## config.mk

```make
export PLATFORM = sky130hd
export DESIGN_NAME = eth_rx_top
export DESIGN_NICKNAME = d
export VERILOG_FILES = /design/src/eth_frame_pkg.sv /design/src/eth_rx_ctrl_pkg.sv /design/src/eth_sfd_detect.sv /design/src/eth_rx_parser.sv /design/src/eth_field_capture.sv /design/src/ip_hdr_checksum.sv /design/src/eth_fcs_check.sv /design/src/eth_rx_top.sv
export SDC_FILE = /design/constraint.sdc
export NUM_CORES = 1
export LEC_CHECK = 0
export BUFFER_PORTS_ARGS = -buffer_cell sky130_fd_sc_hd__buf_2
export CORE_MARGIN = 3
export CORE_UTILIZATION = 29
export DETAILED_ROUTE_END_ITERATION = 8
export GPL_TIMING_DRIVEN = 0
export HOLD_SLACK_MARGIN = 0.08
export MAX_ROUTING_LAYER = met4
export RECOVER_POWER = 25
export SLEW_MARGIN = 20
export SYNTH_ARGS = -nofsm -noshare
export SYNTH_HDL_FRONTEND = slang
export SYNTH_SLANG_ARGS = --single-unit
```

## constraint.sdc

```tcl
create_clock -name phy_rx_clk -period 14.3 [get_ports phy_rx_clk]
set_input_delay 2.145 -clock phy_rx_clk [delete_from_list [all_inputs] [get_ports phy_rx_clk]]
set_output_delay 2.145 -clock phy_rx_clk [all_outputs]
set_load 0.005 [all_outputs]
```

## src/eth_frame_pkg.sv

```systemverilog
`default_nettype none

package eth_frame_pkg;

    typedef logic [47:0] mac_addr_t;
    typedef logic [31:0] ip_addr_t;

    // seven 0x55 bytes, then the SFD
    localparam logic [63:0] preamble_sfd = 64'h5555_5555_5555_55d5;

    localparam mac_addr_t broadcast_mac = 48'hffff_ffff_ffff;

    localparam logic [15:0] ethertype_ipv4 = 16'h0800;
    localparam logic [15:0] ethertype_arp  = 16'h0806;
    localparam logic [7:0]  ip_proto_udp   = 8'h11;

    // section sizes in bytes
    localparam logic [7:0] eth_hdr_len = 8'd14;
    localparam logic [7:0] ip_hdr_len  = 8'd20;
    localparam logic [7:0] udp_hdr_len = 8'd8;

    localparam logic [31:0] crc_poly_reflected = 32'hedb8_8320;
    localparam logic [31:0] crc_init           = 32'hffff_ffff;
    localparam logic [31:0] crc_residue        = 32'hdebb_20e3; // register after a good FCS

endpackage

`default_nettype wire

```

## src/eth_rx_ctrl_pkg.sv

```systemverilog
`default_nettype none

package eth_rx_ctrl_pkg;

    typedef enum logic [2:0] {
        IDLE,
        ETH_HDR,
        IP_HDR,
        UDP_HDR,
        UDP_DATA,
        DRAIN,       // ARP, padding and rejected frames
        DONE
    } parse_state_t;

    typedef enum logic [1:0] {
        KIND_NONE,
        KIND_ARP,
        KIND_UDP,
        KIND_OTHER
    } frame_kind_t;

endpackage

`default_nettype wire

```

## src/eth_sfd_detect.sv

```systemverilog
`timescale 1ns/100ps
`default_nettype none

module eth_sfd_detect (
    input  wire logic       phy_rx_clk,
    input  wire logic       phy_rx_rst,
    input  wire logic [7:0] phy_rxd,
    input  wire logic       phy_rx_dv,
    output logic            sfd_seen
);
    import eth_frame_pkg::*;

    logic [63:0] shift_q; // last eight valid bytes

    always_ff @(posedge phy_rx_clk) begin
        if (phy_rx_rst) begin
            shift_q <= '0;
        end else if (phy_rx_dv) begin
            shift_q <= {shift_q[55:0], phy_rxd};
        end else begin
            shift_q <= '0; // gap restarts the search
        end
    end

    // high in the cycle that carries the first header byte
    assign sfd_seen = (shift_q == preamble_sfd);

endmodule

`default_nettype wire

```

## src/eth_rx_parser.sv

```systemverilog
`timescale 1ns/100ps
`default_nettype none

module eth_rx_parser (
    input  wire logic                   phy_rx_clk,
    input  wire logic                   phy_rx_rst,
    input  wire logic                   phy_rx_dv,
    input  wire logic                   phy_rx_er,
    input  wire logic                   sfd_seen,
    input  wire logic                   mac_ok,
    input  wire logic                   is_ipv4,
    input  wire logic                   is_arp,
    input  wire logic                   ip_dst_ok,
    input  wire logic                   proto_udp,
    input  wire logic                   ip_csum_ok,
    input  wire logic                   fcs_ok,
    input  wire logic [15:0]            udp_payload_len,
    output eth_rx_ctrl_pkg::parse_state_t state,
    output logic [15:0]                 byte_idx,
    output logic                        payload_valid,
    output logic                        payload_last,
    output logic [7:0]                  payload_data,
    input  wire logic [7:0]             phy_rxd,
    output logic                        frame_done,
    output logic                        frame_ok,
    output eth_rx_ctrl_pkg::frame_kind_t frame_kind
);
    import eth_frame_pkg::*;
    import eth_rx_ctrl_pkg::*;

    localparam logic [15:0] eth_last = 16'(eth_hdr_len) - 16'd1;
    localparam logic [15:0] ip_last  = 16'(ip_hdr_len) - 16'd1;
    localparam logic [15:0] udp_last = 16'(udp_hdr_len) - 16'd1;

    logic        err_q;     // sticky per frame
    logic        seen_q;    // whole payload streamed
    frame_kind_t kind_q;
    logic        p1_valid;
    logic        p1_last;
    logic [7:0]  p1_data;
    logic        hdr_open;

    assign hdr_open = (state == ETH_HDR) || (state == IP_HDR) || (state == UDP_HDR);

    always_ff @(posedge phy_rx_clk) begin
        if (phy_rx_rst) begin
            state      <= IDLE;
            byte_idx   <= '0;
            err_q      <= 1'b0;
            seen_q     <= 1'b0;
            kind_q     <= KIND_NONE;
            p1_valid   <= 1'b0;
            p1_last    <= 1'b0;
            frame_done <= 1'b0;
            frame_ok   <= 1'b0;
            frame_kind <= KIND_NONE;
        end else begin
            p1_valid   <= 1'b0;
            p1_last    <= 1'b0;
            frame_done <= 1'b0;
            case (state)
                IDLE: begin
                    if (sfd_seen) begin
                        state    <= ETH_HDR;
                        byte_idx <= 16'd1; // byte 0 goes by in this cycle
                        err_q    <= phy_rx_er;
                        seen_q   <= 1'b0;
                        kind_q   <= KIND_NONE;
                    end
                end
                DONE: state <= IDLE;
                default: begin
                    if (!phy_rx_dv) begin
                        frame_done <= 1'b1;
                        frame_ok   <= !err_q && fcs_ok && !hdr_open &&
                                      (kind_q != KIND_UDP || seen_q);
                        frame_kind <= kind_q;
                        state      <= DONE;
                    end else begin
                        if (phy_rx_er)
                            err_q <= 1'b1;
                        byte_idx <= byte_idx + 16'd1;
                        case (state)
                            ETH_HDR: if (byte_idx == eth_last) begin
                                byte_idx <= '0;
                                kind_q   <= is_arp ? KIND_ARP : KIND_OTHER;
                                if (mac_ok && is_ipv4) begin
                                    state <= IP_HDR;
                                end else begin
                                    state <= DRAIN;
                                    if (!mac_ok || !is_arp)
                                        err_q <= 1'b1;
                                end
                            end
                            IP_HDR: if (byte_idx == ip_last) begin
                                byte_idx <= '0;
                                state    <= UDP_HDR;
                            end
                            UDP_HDR: begin
                                // IP flags settle one cycle after the IP header
                                if (byte_idx == '0) begin
                                    if (proto_udp)
                                        kind_q <= KIND_UDP;
                                    if (!ip_dst_ok || !ip_csum_ok || !proto_udp) begin
                                        err_q <= 1'b1;
                                        state <= DRAIN;
                                    end
                                end
                                if (byte_idx == udp_last) begin
                                    byte_idx <= '0;
                                    if (!proto_udp) begin
                                        err_q <= 1'b1; // short UDP length
                                        state <= DRAIN;
                                    end else if (udp_payload_len == '0) begin
                                        seen_q <= 1'b1;
                                        state  <= DRAIN;
                                    end else begin
                                        state <= UDP_DATA;
                                    end
                                end
                            end
                            UDP_DATA: begin
                                p1_valid <= 1'b1;
                                p1_last  <= (byte_idx == udp_payload_len - 16'd1);
                                if (byte_idx == udp_payload_len - 16'd1) begin
                                    seen_q <= 1'b1;
                                    state  <= DRAIN;
                                end
                            end
                            default: byte_idx <= '0; // drain, fcs keeps running
                        endcase
                    end
                end
            endcase
        end
    end

    always_ff @(posedge phy_rx_clk) begin
        p1_data <= phy_rxd;
    end

    // second payload stage
    always_ff @(posedge phy_rx_clk) begin
        if (phy_rx_rst) begin
            payload_valid <= 1'b0;
            payload_last  <= 1'b0;
        end else begin
            payload_valid <= p1_valid;
            payload_last  <= p1_last;
        end
    end

    always_ff @(posedge phy_rx_clk) begin
        payload_data <= p1_data;
    end

    a_done_single: assert property (@(posedge phy_rx_clk) disable iff (phy_rx_rst)
        frame_done |=> !frame_done);

    a_payload_in_data: assert property (@(posedge phy_rx_clk) disable iff (phy_rx_rst)
        payload_valid |-> $past(state == UDP_DATA, 2));

endmodule

`default_nettype wire

```

## src/eth_field_capture.sv

```systemverilog
`timescale 1ns/100ps
`default_nettype none

module eth_field_capture #(
    parameter eth_frame_pkg::mac_addr_t local_mac = 48'h02_00_00_00_00_01,
    parameter eth_frame_pkg::ip_addr_t  local_ip  = 32'hc0a8_0001
) (
    input  wire logic                          phy_rx_clk,
    input  wire logic                          phy_rx_rst,
    input  wire logic [7:0]                    phy_rxd,
    input  wire logic                          phy_rx_dv,
    input  wire eth_rx_ctrl_pkg::parse_state_t state,
    input  wire logic [15:0]                   byte_idx,
    output logic                               mac_ok,
    output logic                               is_ipv4,
    output logic                               is_arp,
    output logic                               ip_dst_ok,
    output logic                               proto_udp,
    output logic [15:0]                        udp_payload_len
);
    import eth_frame_pkg::*;
    import eth_rx_ctrl_pkg::*;

    mac_addr_t   dst_mac;
    ip_addr_t    dst_ip;
    logic [7:0]  type_hi;
    logic [7:0]  ip_proto;
    logic [7:0]  len_hi;
    logic [15:0] udp_len;
    logic        len_short;

    always_ff @(posedge phy_rx_clk) begin
        // idle shifts too, so byte 0 is in place on entry
        if ((state == IDLE && phy_rx_dv) || (state == ETH_HDR && byte_idx < 16'd6))
            dst_mac <= {dst_mac[39:0], phy_rxd};
        if (state == ETH_HDR && byte_idx == 16'd12)
            type_hi <= phy_rxd;
        if (state == IP_HDR && byte_idx == 16'd9)
            ip_proto <= phy_rxd;
        if (state == IP_HDR && byte_idx >= 16'd16)
            dst_ip <= {dst_ip[23:0], phy_rxd};
        if (state == UDP_HDR && byte_idx == 16'd4)
            len_hi <= phy_rxd;
        if (state == UDP_HDR && byte_idx == 16'd5)
            udp_len <= {len_hi, phy_rxd};
    end

    always_ff @(posedge phy_rx_clk) begin
        if (phy_rx_rst || state == IDLE) begin
            len_short <= 1'b0;
        end else if (state == UDP_HDR && byte_idx == 16'd5) begin
            len_short <= ({len_hi, phy_rxd} < 16'(udp_hdr_len));
        end
    end

    assign mac_ok          = (dst_mac == local_mac) || (dst_mac == broadcast_mac);
    assign is_ipv4         = ({type_hi, phy_rxd} == ethertype_ipv4); // used on byte 13
    assign is_arp          = ({type_hi, phy_rxd} == ethertype_arp);
    assign ip_dst_ok       = (dst_ip == local_ip);
    assign proto_udp       = (ip_proto == ip_proto_udp) && !len_short;
    assign udp_payload_len = udp_len - 16'(udp_hdr_len);

    // stored length below the UDP header size never passes as UDP
    a_short_len_rejected: assert property (@(posedge phy_rx_clk) disable iff (phy_rx_rst)
        (state == UDP_HDR && byte_idx > 16'd5 && udp_len < 16'(udp_hdr_len)) |-> !proto_udp);

endmodule

`default_nettype wire

```

## src/ip_hdr_checksum.sv

```systemverilog
`timescale 1ns/100ps
`default_nettype none

module ip_hdr_checksum (
    input  wire logic                          phy_rx_clk,
    input  wire logic                          phy_rx_rst,
    input  wire logic [7:0]                    phy_rxd,
    input  wire eth_rx_ctrl_pkg::parse_state_t state,
    input  wire logic [15:0]                   byte_idx,
    output logic                               ip_csum_ok
);
    import eth_frame_pkg::*;
    import eth_rx_ctrl_pkg::*;

    logic [7:0]  hi_byte;  // even byte of the word
    logic [15:0] sum_q;
    logic [16:0] sum_wide;

    assign sum_wide = {1'b0, sum_q} + {1'b0, hi_byte, phy_rxd};

    always_ff @(posedge phy_rx_clk) begin
        if (phy_rx_rst || state == IDLE) begin
            sum_q <= '0;
        end else if (state == IP_HDR && byte_idx < 16'(ip_hdr_len) && byte_idx[0]) begin
            sum_q <= sum_wide[15:0] + {15'd0, sum_wide[16]}; // end-around carry
        end
    end

    always_ff @(posedge phy_rx_clk) begin
        if (state == IP_HDR && !byte_idx[0])
            hi_byte <= phy_rxd;
    end

    // checksum field included, so a good header folds to all ones
    assign ip_csum_ok = (sum_q == 16'hffff);

endmodule

`default_nettype wire

```

## src/eth_fcs_check.sv

```systemverilog
`timescale 1ns/100ps
`default_nettype none

module eth_fcs_check (
    input  wire logic                          phy_rx_clk,
    input  wire logic                          phy_rx_rst,
    input  wire logic [7:0]                    phy_rxd,
    input  wire logic                          phy_rx_dv,
    input  wire eth_rx_ctrl_pkg::parse_state_t state,
    output logic                               fcs_ok
);
    import eth_frame_pkg::*;
    import eth_rx_ctrl_pkg::*;

    logic [31:0] crc_q;

    function automatic logic [31:0] crc_byte(input logic [31:0] crc_in, input logic [7:0] data);
        logic [31:0] c;
        c = crc_in ^ {24'd0, data};
        for (int i = 0; i < 8; i++) begin
            c = c[0] ? ((c >> 1) ^ crc_poly_reflected) : (c >> 1);
        end
        return c;
    endfunction

    always_ff @(posedge phy_rx_clk) begin
        if (phy_rx_rst) begin
            crc_q <= crc_init;
        end else if (state == IDLE) begin
            // fresh start every idle cycle, the last one is header byte 0
            crc_q <= crc_byte(crc_init, phy_rxd);
        end else if (phy_rx_dv && state != DONE) begin
            crc_q <= crc_byte(crc_q, phy_rxd);
        end
    end

    // frame plus FCS leaves the fixed residue
    assign fcs_ok = (crc_q == crc_residue);

endmodule

`default_nettype wire

```

## src/eth_rx_top.sv

```systemverilog
`timescale 1ns/100ps
`default_nettype none

module eth_rx_top #(
    parameter eth_frame_pkg::mac_addr_t local_mac = 48'h02_00_00_00_00_01,
    parameter eth_frame_pkg::ip_addr_t  local_ip  = 32'hc0a8_0001
) (
    input  wire logic                   phy_rx_clk,
    input  wire logic                   phy_rx_rst,
    input  wire logic [7:0]             phy_rxd,
    input  wire logic                   phy_rx_dv,
    input  wire logic                   phy_rx_er,
    output logic [7:0]                  payload_data,
    output logic                        payload_valid,
    output logic                        payload_last,
    output logic                        frame_done,
    output logic                        frame_ok,
    output eth_rx_ctrl_pkg::frame_kind_t frame_kind
);
    import eth_rx_ctrl_pkg::*;

    parse_state_t state;
    logic [15:0]  byte_idx;
    logic [15:0]  udp_payload_len;
    logic         sfd_seen;
    logic         mac_ok;
    logic         is_ipv4;
    logic         is_arp;
    logic         ip_dst_ok;
    logic         proto_udp;
    logic         ip_csum_ok;
    logic         fcs_ok;

    eth_sfd_detect sfd_i (
        .phy_rx_clk, .phy_rx_rst, .phy_rxd, .phy_rx_dv, .sfd_seen
    );

    eth_field_capture #(.local_mac(local_mac), .local_ip(local_ip)) capture_i (
        .phy_rx_clk, .phy_rx_rst, .phy_rxd, .phy_rx_dv, .state, .byte_idx,
        .mac_ok, .is_ipv4, .is_arp, .ip_dst_ok, .proto_udp, .udp_payload_len
    );

    ip_hdr_checksum csum_i (
        .phy_rx_clk, .phy_rx_rst, .phy_rxd, .state, .byte_idx, .ip_csum_ok
    );

    eth_fcs_check fcs_i (
        .phy_rx_clk, .phy_rx_rst, .phy_rxd, .phy_rx_dv, .state, .fcs_ok
    );

    eth_rx_parser parser_i (
        .phy_rx_clk, .phy_rx_rst, .phy_rx_dv, .phy_rx_er, .sfd_seen,
        .mac_ok, .is_ipv4, .is_arp, .ip_dst_ok, .proto_udp, .ip_csum_ok, .fcs_ok,
        .udp_payload_len, .state, .byte_idx,
        .payload_valid, .payload_last, .payload_data, .phy_rxd,
        .frame_done, .frame_ok, .frame_kind
    );

endmodule

`default_nettype wire

```

; ---- Word-level counts from Yosys, hierarchy flattened
; Cells that the tools add are included.
; Widths: inputs -> output; s select.
[totals]
reg_bits = 288
[op_classes]
n_addsub = 5
magnitude_cmp = 4
eq_ne = 37
muxes = 68
n_bitwise = 22
n_reduce_logical = 51
[op_table]
columns = op, n
row1 = $mux 32, 18
row2 = $not 13->14, 16
row3 = $mux 16, 5
row4 = $eq 32x32->1 const B, 2
row5 = $eq 64x63->1 const B, 1
row6 = $pmux 16 s4, 1
row7 = $eq 16x3->1 const B, 3
row8 = $eq 16x4->1 const B, 3
row9 = $eq 48x42->1 const B, 1
row10 = $eq 48x48->1 const B, 1
row11 = $eq 16x12->1 const B, 2
row12 = $logic_not 16->1, 2
row13 = $not 8->32, 1
row14 = $pmux 16 s2, 1
row15 = $xor 32x8->32, 1
row16 = $mux 3, 10
row17 = $mux 1, 19
row18 = $add 16x16->17, 1
row19 = $add 16x1->16, 1
row20 = $add 16x1->16 const B, 1
row21 = $eq 16x16->1, 1
row22 = $eq 16x16->1 const B, 1
row23 = $eq 16x5->1 const B, 1
row24 = $ge 16x5->1 const B, 1
row25 = 38 further kinds, 93

; ---- Logic depth before layout (Yosys ltp)
; Gate-level depths: netlist of the first run.
[logic_depth]
depth_word = 19
mapped_depth = 17

; ---- By module
; A second synthesis of the first run with hierarchy kept.
[hier_totals]
hier_cells = 1265
area_unflattened_um2 = 13865.8
[by_module_without_submodules]
columns = module, n_inst, cells_per_inst, area_each_um2
row1 = eth_field_capture, 1, 241, 4416.7
row2 = eth_fcs_check, 1, 305, 2840.2
row3 = eth_rx_parser, 1, 325, 2607.5
row4 = ip_hdr_checksum, 1, 237, 2073.2
row5 = eth_sfd_detect, 1, 157, 1928.1

; ---- Worst setup path before layout of the first run
; Ideal clock, no wire load.
[synth_path]
path_type = in2reg
startpoint = input phy_rx_dv
endpoint = register capture_i.dst_mac[0] (enable)
setup_time_ps = 513
t_arrival_ps = 6022
required_ps = 13787
slack_ps = 7765
path_stages = 4
path_cell_list = clkbuf_1 > clkbuf_1 > a21oi_1 > nor3_1
[synth_via]
elab_chain_cells = 2
[synth_lines]
columns = element, line_no
row1 = "start, declared", eth_rx_top.sv:11  ; input wire logic phy_rx_dv,
row2 = $logic_and 1x1->1, eth_field_capture.sv:34  ; if ((state == IDLE && phy_rx_dv) || (state == ETH_HDR && byte_idx < 16'd6))
row3 = $logic_or 1x1->1, eth_field_capture.sv:34
row4 = "end signal, assigned", eth_field_capture.sv:35  ; dst_mac <= {dst_mac[39:0], phy_rxd};
row5 = "end, declared", eth_field_capture.sv:24  ; mac_addr_t dst_mac;
; Every way passes these cells.
; A chain may end at the register's enable or synchronous reset.

; ---- Worst setup path in the final report of the first run
[layout_path]
startpoint = input phy_rxd[0]
endpoint = register csum_i.sum_q[15]
[layout_via]
elab_chain_cells = 2
[layout_lines]
columns = element, line_no
row1 = "start, declared", eth_rx_top.sv:10  ; input wire logic [7:0] phy_rxd,
row2 = $add 16x16->17, ip_hdr_checksum.sv:19  ; assign sum_wide = {1'b0, sum_q} + {1'b0, hi_byte, phy_rxd};
row3 = $add 16x1->16, ip_hdr_checksum.sv:25  ; sum_q <= sum_wide[15:0] + {15'd0, sum_wide[16]};
row4 = "end signal, assigned", ip_hdr_checksum.sv:25
row5 = "end, declared", ip_hdr_checksum.sv:16  ; logic [15:0] sum_q;
; Every way passes these cells.

==> results.py, run 1 <==
metrics = {
    "layout": {
        "antenna_cells": 0,
        "fin_util_pct": 34.2,
        "finalNonFillerCells": 1952,
        "nets": 1369,
        "final_area_um2": 15700,
        "area_growth_pct": 15.2,
        "drive_above_1_share_pct": 8.95,
    },
    "pwr": {
        "power_switching_mw": 1.05,
        "seq_power_share_pct": 37.7,
        "total_power_mw": 3.00,
        "combPwrFrac_pct": 33.4,
        "powerDensity_nw_per_um2": 191,
        "sw_frac_of_total_pct": 35.1,
        "vdd_drop_max_mv": 0.0917,
        "p_clk_share_pct": 29.0,
        "p_leak_nw": 5.43,
        "internal_power_mw": 1.95,
    },
    "synthesis": {
        "ys_async_sr_fraction_pct": 0,
        "synthFlopType": "dfxtp_1",
        "synthCells": 1264,
        "synth_compound_area_share_pct": 10.7,
        "synth_edf_count": 128,
        "yosysTopAreaCellShare_pct": 28.2,
        "synth_nets": 1306,
        "synthAdderAreaFrac_pct": 2.81,
        "synth_top_family_by_area": "simple AND/OR/NAND/NOR gates",
        "synth-seq-cells": 288,
        "synth.largest_area_cell": "edfxtp_1",
        "yosys.area_share.simple_pct": 18.9,
        "synthTopCellsByArea": "edfxtp_1, dfxtp_1, xnor2_1",
        "muxShareOfSynthArea_pct": 1.64,
        "synth-seq-area-share_pct": 51.7,
        "yosysMostFrequentCell": "dfxtp_1",
        "syn-cell-area_um2": 13600,
        "synth_commonest_cells": "dfxtp_1, edfxtp_1, nor2_1",
        "synth-xor-area-share_pct": 11.2,
        "ys_warn_count": 0,
        "avgSynthCellArea_um2": 10.8,
        "synthDistinctLibCells": 82,
    },
    "critical_path": {
        "crit_cells": 17,
        "cp-start-kind": "input pin",
        "critPathMaxStageDelay_ps": 480,
        "worst-path-buf-inv": 1,
        "crit_path_max_fanout": 10,
        "crit_type": "input pin to flip-flop",
        "endpoint_kind": "flip-flop",
        "rr_worst_depth": 16,
        "reg2reg_from": "csum_i.sum_q[0]",
        "cp_cell_sequence": "clkbuf_1, ha_1, fa_1, a21oi_1, o21ai_0, o22ai_1, o31a_1, o21bai_1, a21oi_1, o21bai_1, a21o_1, ha_1, nand3_1, or3_1, nor4_1, xnor3_1, a211oi_1",
        "required_ps": 14800,
        "worst_ep_arrival_time_ps": 6410,
        "cp_slowest_cell": "clkbuf_1",
        "cpLargestDelayFamily": "compound AO/OA/AOI/OAI gates",
        "cp-startpoint": "phy_rxd[0]",
    },
    "route": {
        "drtIter0Drc": 628,
        "drc": 0,
        "num_vias": 9688,
        "vias_per_cell": 4.96,
        "wl_per_cell_um": 17.3,
        "routed_wl_mm": 33.7,
        "ant_nets": 0,
        "drtPass1Iterations": 5,
    },
    "timing": {
        "max_slew_margin_pct": 22.6,
        "timing.final.crit_share_pct": 41.3,
        "slew_viol_final": 0,
        "skew_ps": 10.8,
        "holdWs_ps": 326,
        "tightest_slew_ps": 1150,
        "setup_viol_count_final": 0,
        "tns_ps": 0,
        "period_needed_ps": 5910,
        "worst_slack_ps": 8390,
        "hold_viol_final": 0,
        "fmax_ghz": 0.169,
        "rsz0062_at_grt": "no",
    },
    "global_route": {
        "antenna_found_initial": 2,
        "overflow": 0,
        "grt_usage_pct": 13.6,
        "grt_pass1_vias": 9455,
        "grt_max_degree": 27,
        "grt_first_pass_wirelength_mm": 53.1,
    },
    "placed_design": {
        "gp_congestion": 0.933,
        "dpl-instance-area_um2": 14600,
        "dp.cells": 1894,
        "post-dp-hpwl_mm": 24.0,
        "io_buffers": 25,
        "place_ws_ps": 8060,
    },
    "min_path": {
        "hold_depth": 0,
        "hold_start": "parser_i.p1_data[6]",
        "hp-class": "flip-flop to flip-flop",
    },
    "clocking": {
        "cts_setup_buffers": 0,
        "root_buffer": "clkbuf_16",
        "h-tree-depth": 1,
        "post_cts_resized": 0,
        "clock_path_buffers": 3,
        "insertion_delay_ps": 580,
        "cts_sinks": 288,
        "hold_buffers": 0,
        "cts_tree": "yes",
        "path_clk_slew_ps": 60,
        "cts_buffers": 31,
    },
    "die": {
        "start_util_pct": 29.7,
        "coreArea_um2": 45900,
        "ios": 26,
        "die_h_um": 223,
        "rows": 78,
        "dieArea_um2": 49600,
        "die_w_um": 223,
    },
    "flow_run": {
        "cap_viol_max_count": 0,
    },
    "outcome": {
        "status": "completed",
    },
}
==> flip-flops by register name, summed over array words and instances (netlist names), 2 cells and up <==
signal / cells
csum_i.hi_byte: 8
parser_i.state: 3
parser_i.p1_data: 8
capture_i.dst_ip: 32
csum_i.sum_q: 16
capture_i.dst_mac: 48
capture_i.ip_proto: 8
parser_i.frame_kind: 2
parser_i.payload_data: 8
capture_i.type_hi: 8
parser_i.byte_idx: 16
parser_i.kind_q: 2
capture_i.len_hi: 8
capture_i.udp_len: 16
fcs_i.crc_q: 32
sfd_i.shift_q: 64
==> cell usage in the layout, fill, tap and decap left out, drive strengths merged, types with 32 or more instances in the layout <==
cell	n
dfxtp	160
edfxtp	128
nor2	110
xnor2	103
clkbuf	92
and2	69
xor2	67
nand2	54
buf	45
o21ai	39
a21oi	37
nand4	34
a211oi	32
==> area by class of cell <==
cell class                      instances  area (um^2)
Fill cell                            4592        30200
Buffer                                 66          327
Multi-Input combinational cell        884         6170
Inverter                               26         97.6
Clock inverter                         17          244
Timing Repair Buffer                   30          179
Sequential cell                       288         7050
Clock buffer                           41          877
Tap cell                              600          751
==> logic make-up after synthesis <==
| kind of cell | count (synthesis) |
|---|---|
| simple gates | 455 |
| flops | 288 |
| compound gates | 206 |
| xor+xnor | 171 |
| buf+inv | 92 |
| fa+ha+maj | 30 |
| mux | 22 |
==> worst register-to-register path: cells and delay by family, from the launching register on <==
family          cells  cell delay, ps
simple gates        3             870
xor+xnor            1             270
compound gates      9            1810
flops               1             360
fa+ha+maj           3             720
==> power groups by stage <==
| stage | clock network (mW) | logic (mW) | registers [mW] |
|---|---|---|---|
| finish | 0.871 | 1.00 | 1.13 |
| global route | 0.927 | 1.10 | 1.15 |
| CTS | 0.895 | 0.994 | 1.13 |
| detailed placement | 0 | 0.989 | 1.15 |
| global placement | 0 | 0.969 | 1.16 |
| floorplan | 0 | 0.750 | 1.12 |
==> worst paths after layout <==
check                                  end  slack (ps)
setup reg to reg          csum_i.sum_q[15]       10180
setup / recovery          csum_i.sum_q[15]        8390
hold reg to reg   parser_i.payload_data[6]         330
hold / removal    parser_i.payload_data[6]         330
==> metal layers <==
metal,part of all wire (%),track usage (%),up-vias
li1,-,-,4743
met4,3.2,4.37,0
met3,4.6,2.07,69
met5,0,-,-
met1,47,18.1,4644
met2,46,21.5,232
(Power assumes the default switching activity.)
==> run 2, diff against run 1 <==
==> constraint.sdc (replaced) <==
create_clock -name phy_rx_clk -period 5.3 [get_ports phy_rx_clk]
set_input_delay 0.795 -clock phy_rx_clk [delete_from_list [all_inputs] [get_ports phy_rx_clk]]
set_output_delay 0.795 -clock phy_rx_clk [all_outputs]
set_load 0.005 [all_outputs]
==> results.py, run 2 (synthesis results as in run 1) <==
metrics = {
    "layout": {
        "fin_util_pct": 34.3,
        "top_regs": "sfd_i.shift_q x64, capture_i.dst_mac x48",
        "multi_input_area_um2": 6180,
        "nets": 1371,
        "final_cell_mix": "dfxtp_1, edfxtp_1, nor2_1, xnor2_1, and2_1",
        "drive_above_1_share_pct": 8.86,
        "largest_register_ff_count": 64,
        "final_common_cell": "dfxtp_1",
        "fill_cells": 4564,
        "seq_area_um2": 7050,
        "antenna_cells": 0,
        "regMostFlops": "sfd_i.shift_q",
        "area_growth_pct": 15.5,
    },
    "placed_design": {
        "post-dp-hpwl_mm": 24.4,
        "gp_congestion": 0.941,
        "io_buffers": 25,
    },
    "pwr": {
        "p_leak_nw": 5.44,
        "powerDensity_nw_per_um2": 515,
        "vdd_drop_max_mv": 0.264,
    },
    "timing": {
        "slew_viol_final": 0,
        "holdWs_ps": 324,
        "tns_ps": 0,
        "period_needed_ps": 4490,
        "timing.final.crit_share_pct": 84.8,
        "fmax_ghz": 0.223,
        "hold_viol_final": 0,
        "setup_viol_count_final": 0,
        "max_slew_margin_pct": 30.8,
        "skew_ps": 22.4,
        "tightest_slew_ps": 1030,
        "rsz0062_at_grt": "no",
    },
    "route": {
        "ant_nets": 0,
        "routed_wl_mm": 33.9,
        "drc": 0,
        "wl_met3_mm": 1.62,
        "vias_per_cell": 4.95,
        "drtPass1Iterations": 5,
        "highest_layer": "met4",
        "drtIter0Drc": 651,
        "wl_per_cell_um": 17.4,
        "num_vias": 9682,
        "met2_wirelength_mm": 15.6,
        "drt-met1-wl_mm": 15.9,
    },
    "clocking": {
        "clock_path_buffers": 3,
        "cts_buffers": 34,
        "cts_tree": "yes",
        "root_buffer": "clkbuf_16",
        "post_cts_resized": 0,
        "h-tree-depth": 2,
        "cts_sinks": 288,
        "path_clk_slew_ps": 50,
        "cts_setup_buffers": 0,
        "hold_buffers": 0,
        "insertion_delay_ps": 540,
    },
    "die": {
        "die_w_um": 223,
        "coreArea_um2": 45900,
        "start_util_pct": 29.7,
        "dieArea_um2": 49600,
        "rows": 78,
        "ios": 26,
        "die_h_um": 223,
    },
    "critical_path": {
        "cp-startpoint": "phy_rxd[6]",
        "worst_ep_arrival_time_ps": 4950,
        "cp_cell_sequence": "clkbuf_1, ha_1, clkbuf_1, o21a_1, o21a_1, o22ai_1, o31a_1, o21bai_1, a21oi_1, o21bai_1, a21o_1, ha_1, nand3_1, or3_1, nor4_1, xnor3_1, a211oi_1",
        "endpoint_kind": "flip-flop",
        "crit_type": "input pin to flip-flop",
        "cp_slowest_cell": "clkbuf_1",
        "cp-start-kind": "input pin",
        "required_ps": 5760,
        "crit_path_max_fanout": 10,
        "critPathMaxStageDelay_ps": 600,
        "reg2reg_from": "csum_i.sum_q[0]",
    },
    "global_route": {
        "grt_max_degree": 25,
        "overflow": 0,
        "antenna_found_initial": 0,
        "grt_pass1_vias": 9683,
        "grt_usage_pct": 14.0,
        "grt_first_pass_wirelength_mm": 53.6,
    },
    "min_path": {
        "hold_start": "parser_i.p1_data[3]",
        "hp-class": "flip-flop to flip-flop",
    },
    "flow_run": {
        "cap_viol_max_count": 0,
    },
    "outcome": {
        "status": "completed",
    },
}
## run 2: cell count changes in the layout (fill, tap and decap cells not counted), sizes merged
cell,change
inv,-1
clkbuf,+8
clkinvlp,-3
bufinv,-3
clkinv,+1
## run 2: metrics by stage
stage | setup WS (ps) | cell area (um^2) | instances | total power [mW]
finish | 807 | 15700 | 1954 | 8.10
global route | 389 | 15700 | 1954 | 8.57
CTS | 916 | 15700 | 1954 | 8.14
detailed placement | 365 | 14600 | 1893 | 5.77
global placement | 393 | 14500 | 1889 | 5.71
floorplan | 1390 | 13600 | 1264 | 5.03
## run 2: layer usage
| layer | global-route usage, % | vias to the layer above |
|---|---|---|
| met3 | 3.04 | 54 |
| met2 | 22.2 | 202 |
| met4 | 4.14 | 0 |
| met5 | - | - |
| met1 | 17.9 | 4680 |
| li1 | - | 4746 |
## run 2: cell type report
| cell class | instances | share of cell area, % |
|---|---|---|
| buffer | 66 | 2.08 |
| clock buffer | 50 | 6.44 |
| clock inverter | 11 | 0.724 |
| inverter | 26 | 0.621 |
| multi-input combinational | 884 | 39.3 |
| sequential | 288 | 44.8 |
| tap | 600 | 4.77 |
| timing repair buffer | 29 | 1.22 |
## run 2: power by group
part	internal (mW)	switching [mW]	leakage, nW
combinational	1.09	1.62	2.40
sequential	2.77	0.279	2.49
clock	1.42	0.910	0.558
## run 2: final timing paths
check | endpoint | slack (ps) | cells after the start
setup / recovery | csum_i.sum_q[15] | 810 | 17
hold / removal | parser_i.payload_data[3] | 320 | 0
hold reg to reg | parser_i.payload_data[3] | 320 | 0
setup reg to reg | csum_i.sum_q[15] | 1180 | 16
## run 2: worst max-delay path: cells and delay by family
kind / cells / cell delay (ps)
fa+ha+maj: 2 / 460
buf+inv: 2 / 890
compound gates: 9 / 1630
xor+xnor: 1 / 270
simple gates: 3 / 890
==> run 3, diff against run 2 <==
--- a/config.mk
+++ b/config.mk
@@ -5,6 +5,7 @@
 export SDC_FILE = /design/constraint.sdc
 export NUM_CORES = 1
 export LEC_CHECK = 0
+export ABC_AREA = 1
 export BUFFER_PORTS_ARGS = -buffer_cell sky130_fd_sc_hd__buf_2
 export CORE_MARGIN = 3
 export CORE_UTILIZATION = 29
==> constraint.sdc (replaced) <==
create_clock -name phy_rx_clk -period 4.7 [get_ports phy_rx_clk]
set_input_delay 0.705 -clock phy_rx_clk [delete_from_list [all_inputs] [get_ports phy_rx_clk]]
set_output_delay 0.705 -clock phy_rx_clk [all_outputs]
set_load 0.005 [all_outputs]
==> results.py, run 3 <==
metrics = {
    "global_route": {
        "antenna_found_initial": 1,
        "grt_first_pass_wirelength_mm": 56.3,
        "grt_max_degree": 25,
        "overflow": 0,
        "grt_pass1_vias": 10800,
        "grt_usage_pct": 14.2,
    },
    "die": {
        "rows": 79,
        "die_h_um": 225,
        "start_util_pct": 29.7,
        "dieArea_um2": 50800,
        "ios": 26,
        "coreArea_um2": 47100,
        "die_w_um": 225,
    },
    "layout": {
        "regMostFlops": "sfd_i.shift_q",
        "seq_area_um2": 7050,
        "nets": 1724,
        "top_regs": "sfd_i.shift_q x64, capture_i.dst_mac x48",
        "final_cell_mix": "nand2_1, inv_1, nor2_1, dfxtp_1, edfxtp_1",
        "final_area_um2": 16000,
        "multi_input_area_um2": 5890,
        "finalNonFillerCells": 2313,
        "area_growth_pct": 14.8,
        "largest_register_ff_count": 64,
        "fill_cells": 4882,
        "final_common_cell": "nand2_1",
        "drive_above_1_share_pct": 8.15,
    },
    "clocking": {
        "cts_buffers": 30,
        "post_cts_resized": 0,
        "cts_sinks": 288,
        "cts_setup_buffers": 0,
        "h-tree-depth": 1,
        "insertion_delay_ps": 570,
        "cts_tree": "yes",
        "clock_path_buffers": 3,
        "hold_buffers": 0,
        "path_clk_slew_ps": 60,
        "root_buffer": "clkbuf_16",
    },
    "pwr": {
        "seq_power_share_pct": 39.2,
        "vdd_drop_max_mv": 0.303,
        "combPwrFrac_pct": 31.3,
        "total_power_mw": 8.73,
        "power_switching_mw": 3.11,
        "sw_frac_of_total_pct": 35.5,
        "p_clk_share_pct": 29.4,
        "p_leak_nw": 6.34,
        "internal_power_mw": 5.63,
        "powerDensity_nw_per_um2": 545,
    },
    "route": {
        "num_vias": 11000,
        "wl_per_cell_um": 15.0,
        "drc": 0,
        "drtIter0Drc": 743,
        "vias_per_cell": 4.75,
        "drtPass1Iterations": 7,
        "routed_wl_mm": 34.7,
        "ant_nets": 0,
    },
    "synthesis": {
        "yosysMostFrequentCell": "nand2_1",
        "synth-seq-cells": 288,
        "synthCells": 1623,
        "synthDistinctLibCells": 56,
        "synth-seq-area-share_pct": 50.5,
        "synth_nets": 1665,
        "syn-cell-area_um2": 14000,
        "avgSynthCellArea_um2": 8.60,
        "yosysTopAreaCellShare_pct": 27.5,
        "synth_edf_count": 128,
        "ys_async_sr_fraction_pct": 0,
        "synthFlopType": "dfxtp_1",
        "synth.largest_area_cell": "edfxtp_1",
        "ys_warn_count": 0,
        "synth_commonest_cells": "nand2_1, inv_1, nor2_1",
        "synthTopCellsByArea": "edfxtp_1, dfxtp_1, nand2_1",
    },
    "timing": {
        "slew_viol_final": 0,
        "period_needed_ps": 4110,
        "timing.final.crit_share_pct": 87.5,
        "fmax_ghz": 0.243,
        "max_slew_margin_pct": 34.4,
        "holdWs_ps": 327,
        "worst_slack_ps": 588,
        "skew_ps": 15.4,
        "rsz0062_at_grt": "no",
        "tightest_slew_ps": 977,
        "hold_viol_final": 0,
        "setup_viol_count_final": 0,
    },
    "critical_path": {
        "r2r-end": "csum_i.sum_q[11]",
        "reg2reg_from": "csum_i.hi_byte[1]",
        "endpoint_kind": "flip-flop",
        "worst_ep_arrival_time_ps": 4580,
        "crit_type": "input pin to flip-flop",
        "r2r_setup_slack_ps": 840,
        "required_ps": 5160,
        "cp-start-kind": "input pin",
        "crit_path_max_fanout": 12,
        "rr_worst_depth": 20,
    },
    "flow_run": {
        "cap_viol_max_count": 0,
    },
    "min_path": {
        "hp-class": "flip-flop to flip-flop",
        "hold_depth": 0,
        "min_to": "parser_i.payload_data[3]",
        "hold_start": "parser_i.p1_data[3]",
    },
    "placed_design": {
        "gp_congestion": 0.971,
        "dp.cells": 2257,
        "io_buffers": 23,
        "post-dp-hpwl_mm": 25.5,
        "dpl-instance-area_um2": 14900,
        "place_ws_ps": 184,
    },
    "outcome": {
        "status": "completed",
    },
}
-- run 3: cell types whose count changed in the layout (fill, tap and decap cells not counted), moves of 16 or more --
| cell | change |
|---|---|
| a211o_1 | -17 |
| a211oi_1 | -29 |
| a21oi_1 | +25 |
| and2_1 | -68 |
| clkbuf_1 | -26 |
| inv_1 | +200 |
| mux2i_1 | -20 |
| nand2_1 | +227 |
| nand3_1 | +68 |
| nand4_1 | +27 |
| nor2_1 | +79 |
| o21ai_0 | +23 |
| xnor2_1 | -78 |
| xor2_1 | +16 |
-- run 3: worst max path at each step --
stage	startpoint	endpoint	slack [ps]	cells past startpoint
floorplan	parser_i.state[0]	capture_i.dst_mac[0]	740	6
global placement	parser_i.state[1]	capture_i.dst_mac[44]	-700	6
detailed placement	phy_rxd[0]	csum_i.sum_q[11]	180	22
CTS	phy_rxd[0]	csum_i.sum_q[11]	780	22
global route	phy_rxd[1]	csum_i.sum_q[11]	170	21
finish	phy_rxd[1]	csum_i.sum_q[11]	590	21
-- run 3: cells by family after synthesis --
group	synth area share [%]
AND/OR/NAND/NOR	23.8
adder cells (fa/ha/maj)	2.74
XOR/XNOR	7.69
flip-flops	50.5
AO/OA/AOI/OAI	7.69
buffers and inverters	7.55
-- run 3: stage by stage --
step	util (%)	TNS, ps
4_1_cts	34.1	0
6_report	34.0	0
2_1_floorplan	-	0
5_1_grt	34.0	0
3_5_place_dp	31.7	0
3_3_place_gp	31.5	-33690
-- run 3: layout make-up --
cell class	instances	area share, %
Multi-Input combinational cell	1063	36.7
Tap cell	607	4.74
Clock buffer	40	5.17
Antenna cell	1	0.0156
Inverter	235	5.51
Sequential cell	288	44.0
Buffer	37	1.07
Clock inverter	15	1.60
Timing Repair Buffer	27	1.17
-- run 3: power groups by stage --
stage          Sequential [mW]  Combinational (mW)  Clock, mW
2_1_floorplan             3.40                1.96          0
3_3_place_gp              3.48                2.60          0
3_5_place_dp              3.48                2.69          0
4_1_cts                   3.43                2.70       2.64
5_1_grt                   3.48                3.03       2.75
6_report                  3.43                2.73       2.57
-- run 3: routing by layer --
| layer | vias to the layer above | part of all wire [%] | global-route usage (%) |
|---|---|---|---|
| li1 | 5520 | - | - |
| met1 | 5097 | 44 | 18.3 |
| met2 | 296 | 46 | 22.7 |
| met3 | 81 | 6.0 | 1.82 |
| met4 | 0 | 3.7 | 5.49 |
| met5 | - | 0 | - |
-- run 3: worst max-delay path, cell delays in order --
cell	delay, ps
clkbuf_1	610
fa_1	380
nand3_1	90
nand2_1	120
nand3_1	90
nand4_1	170
a21boi_0	140
nor2_1	150
nor2_1	80
o21bai_1	190
ha_1	210
nand3_1	160
nor3_2	450
nand2_1	130
nor2_2	200
nand3_1	150
nor2_1	130
nand2_1	70
xor2_1	160
o21bai_1	130
inv_1	50
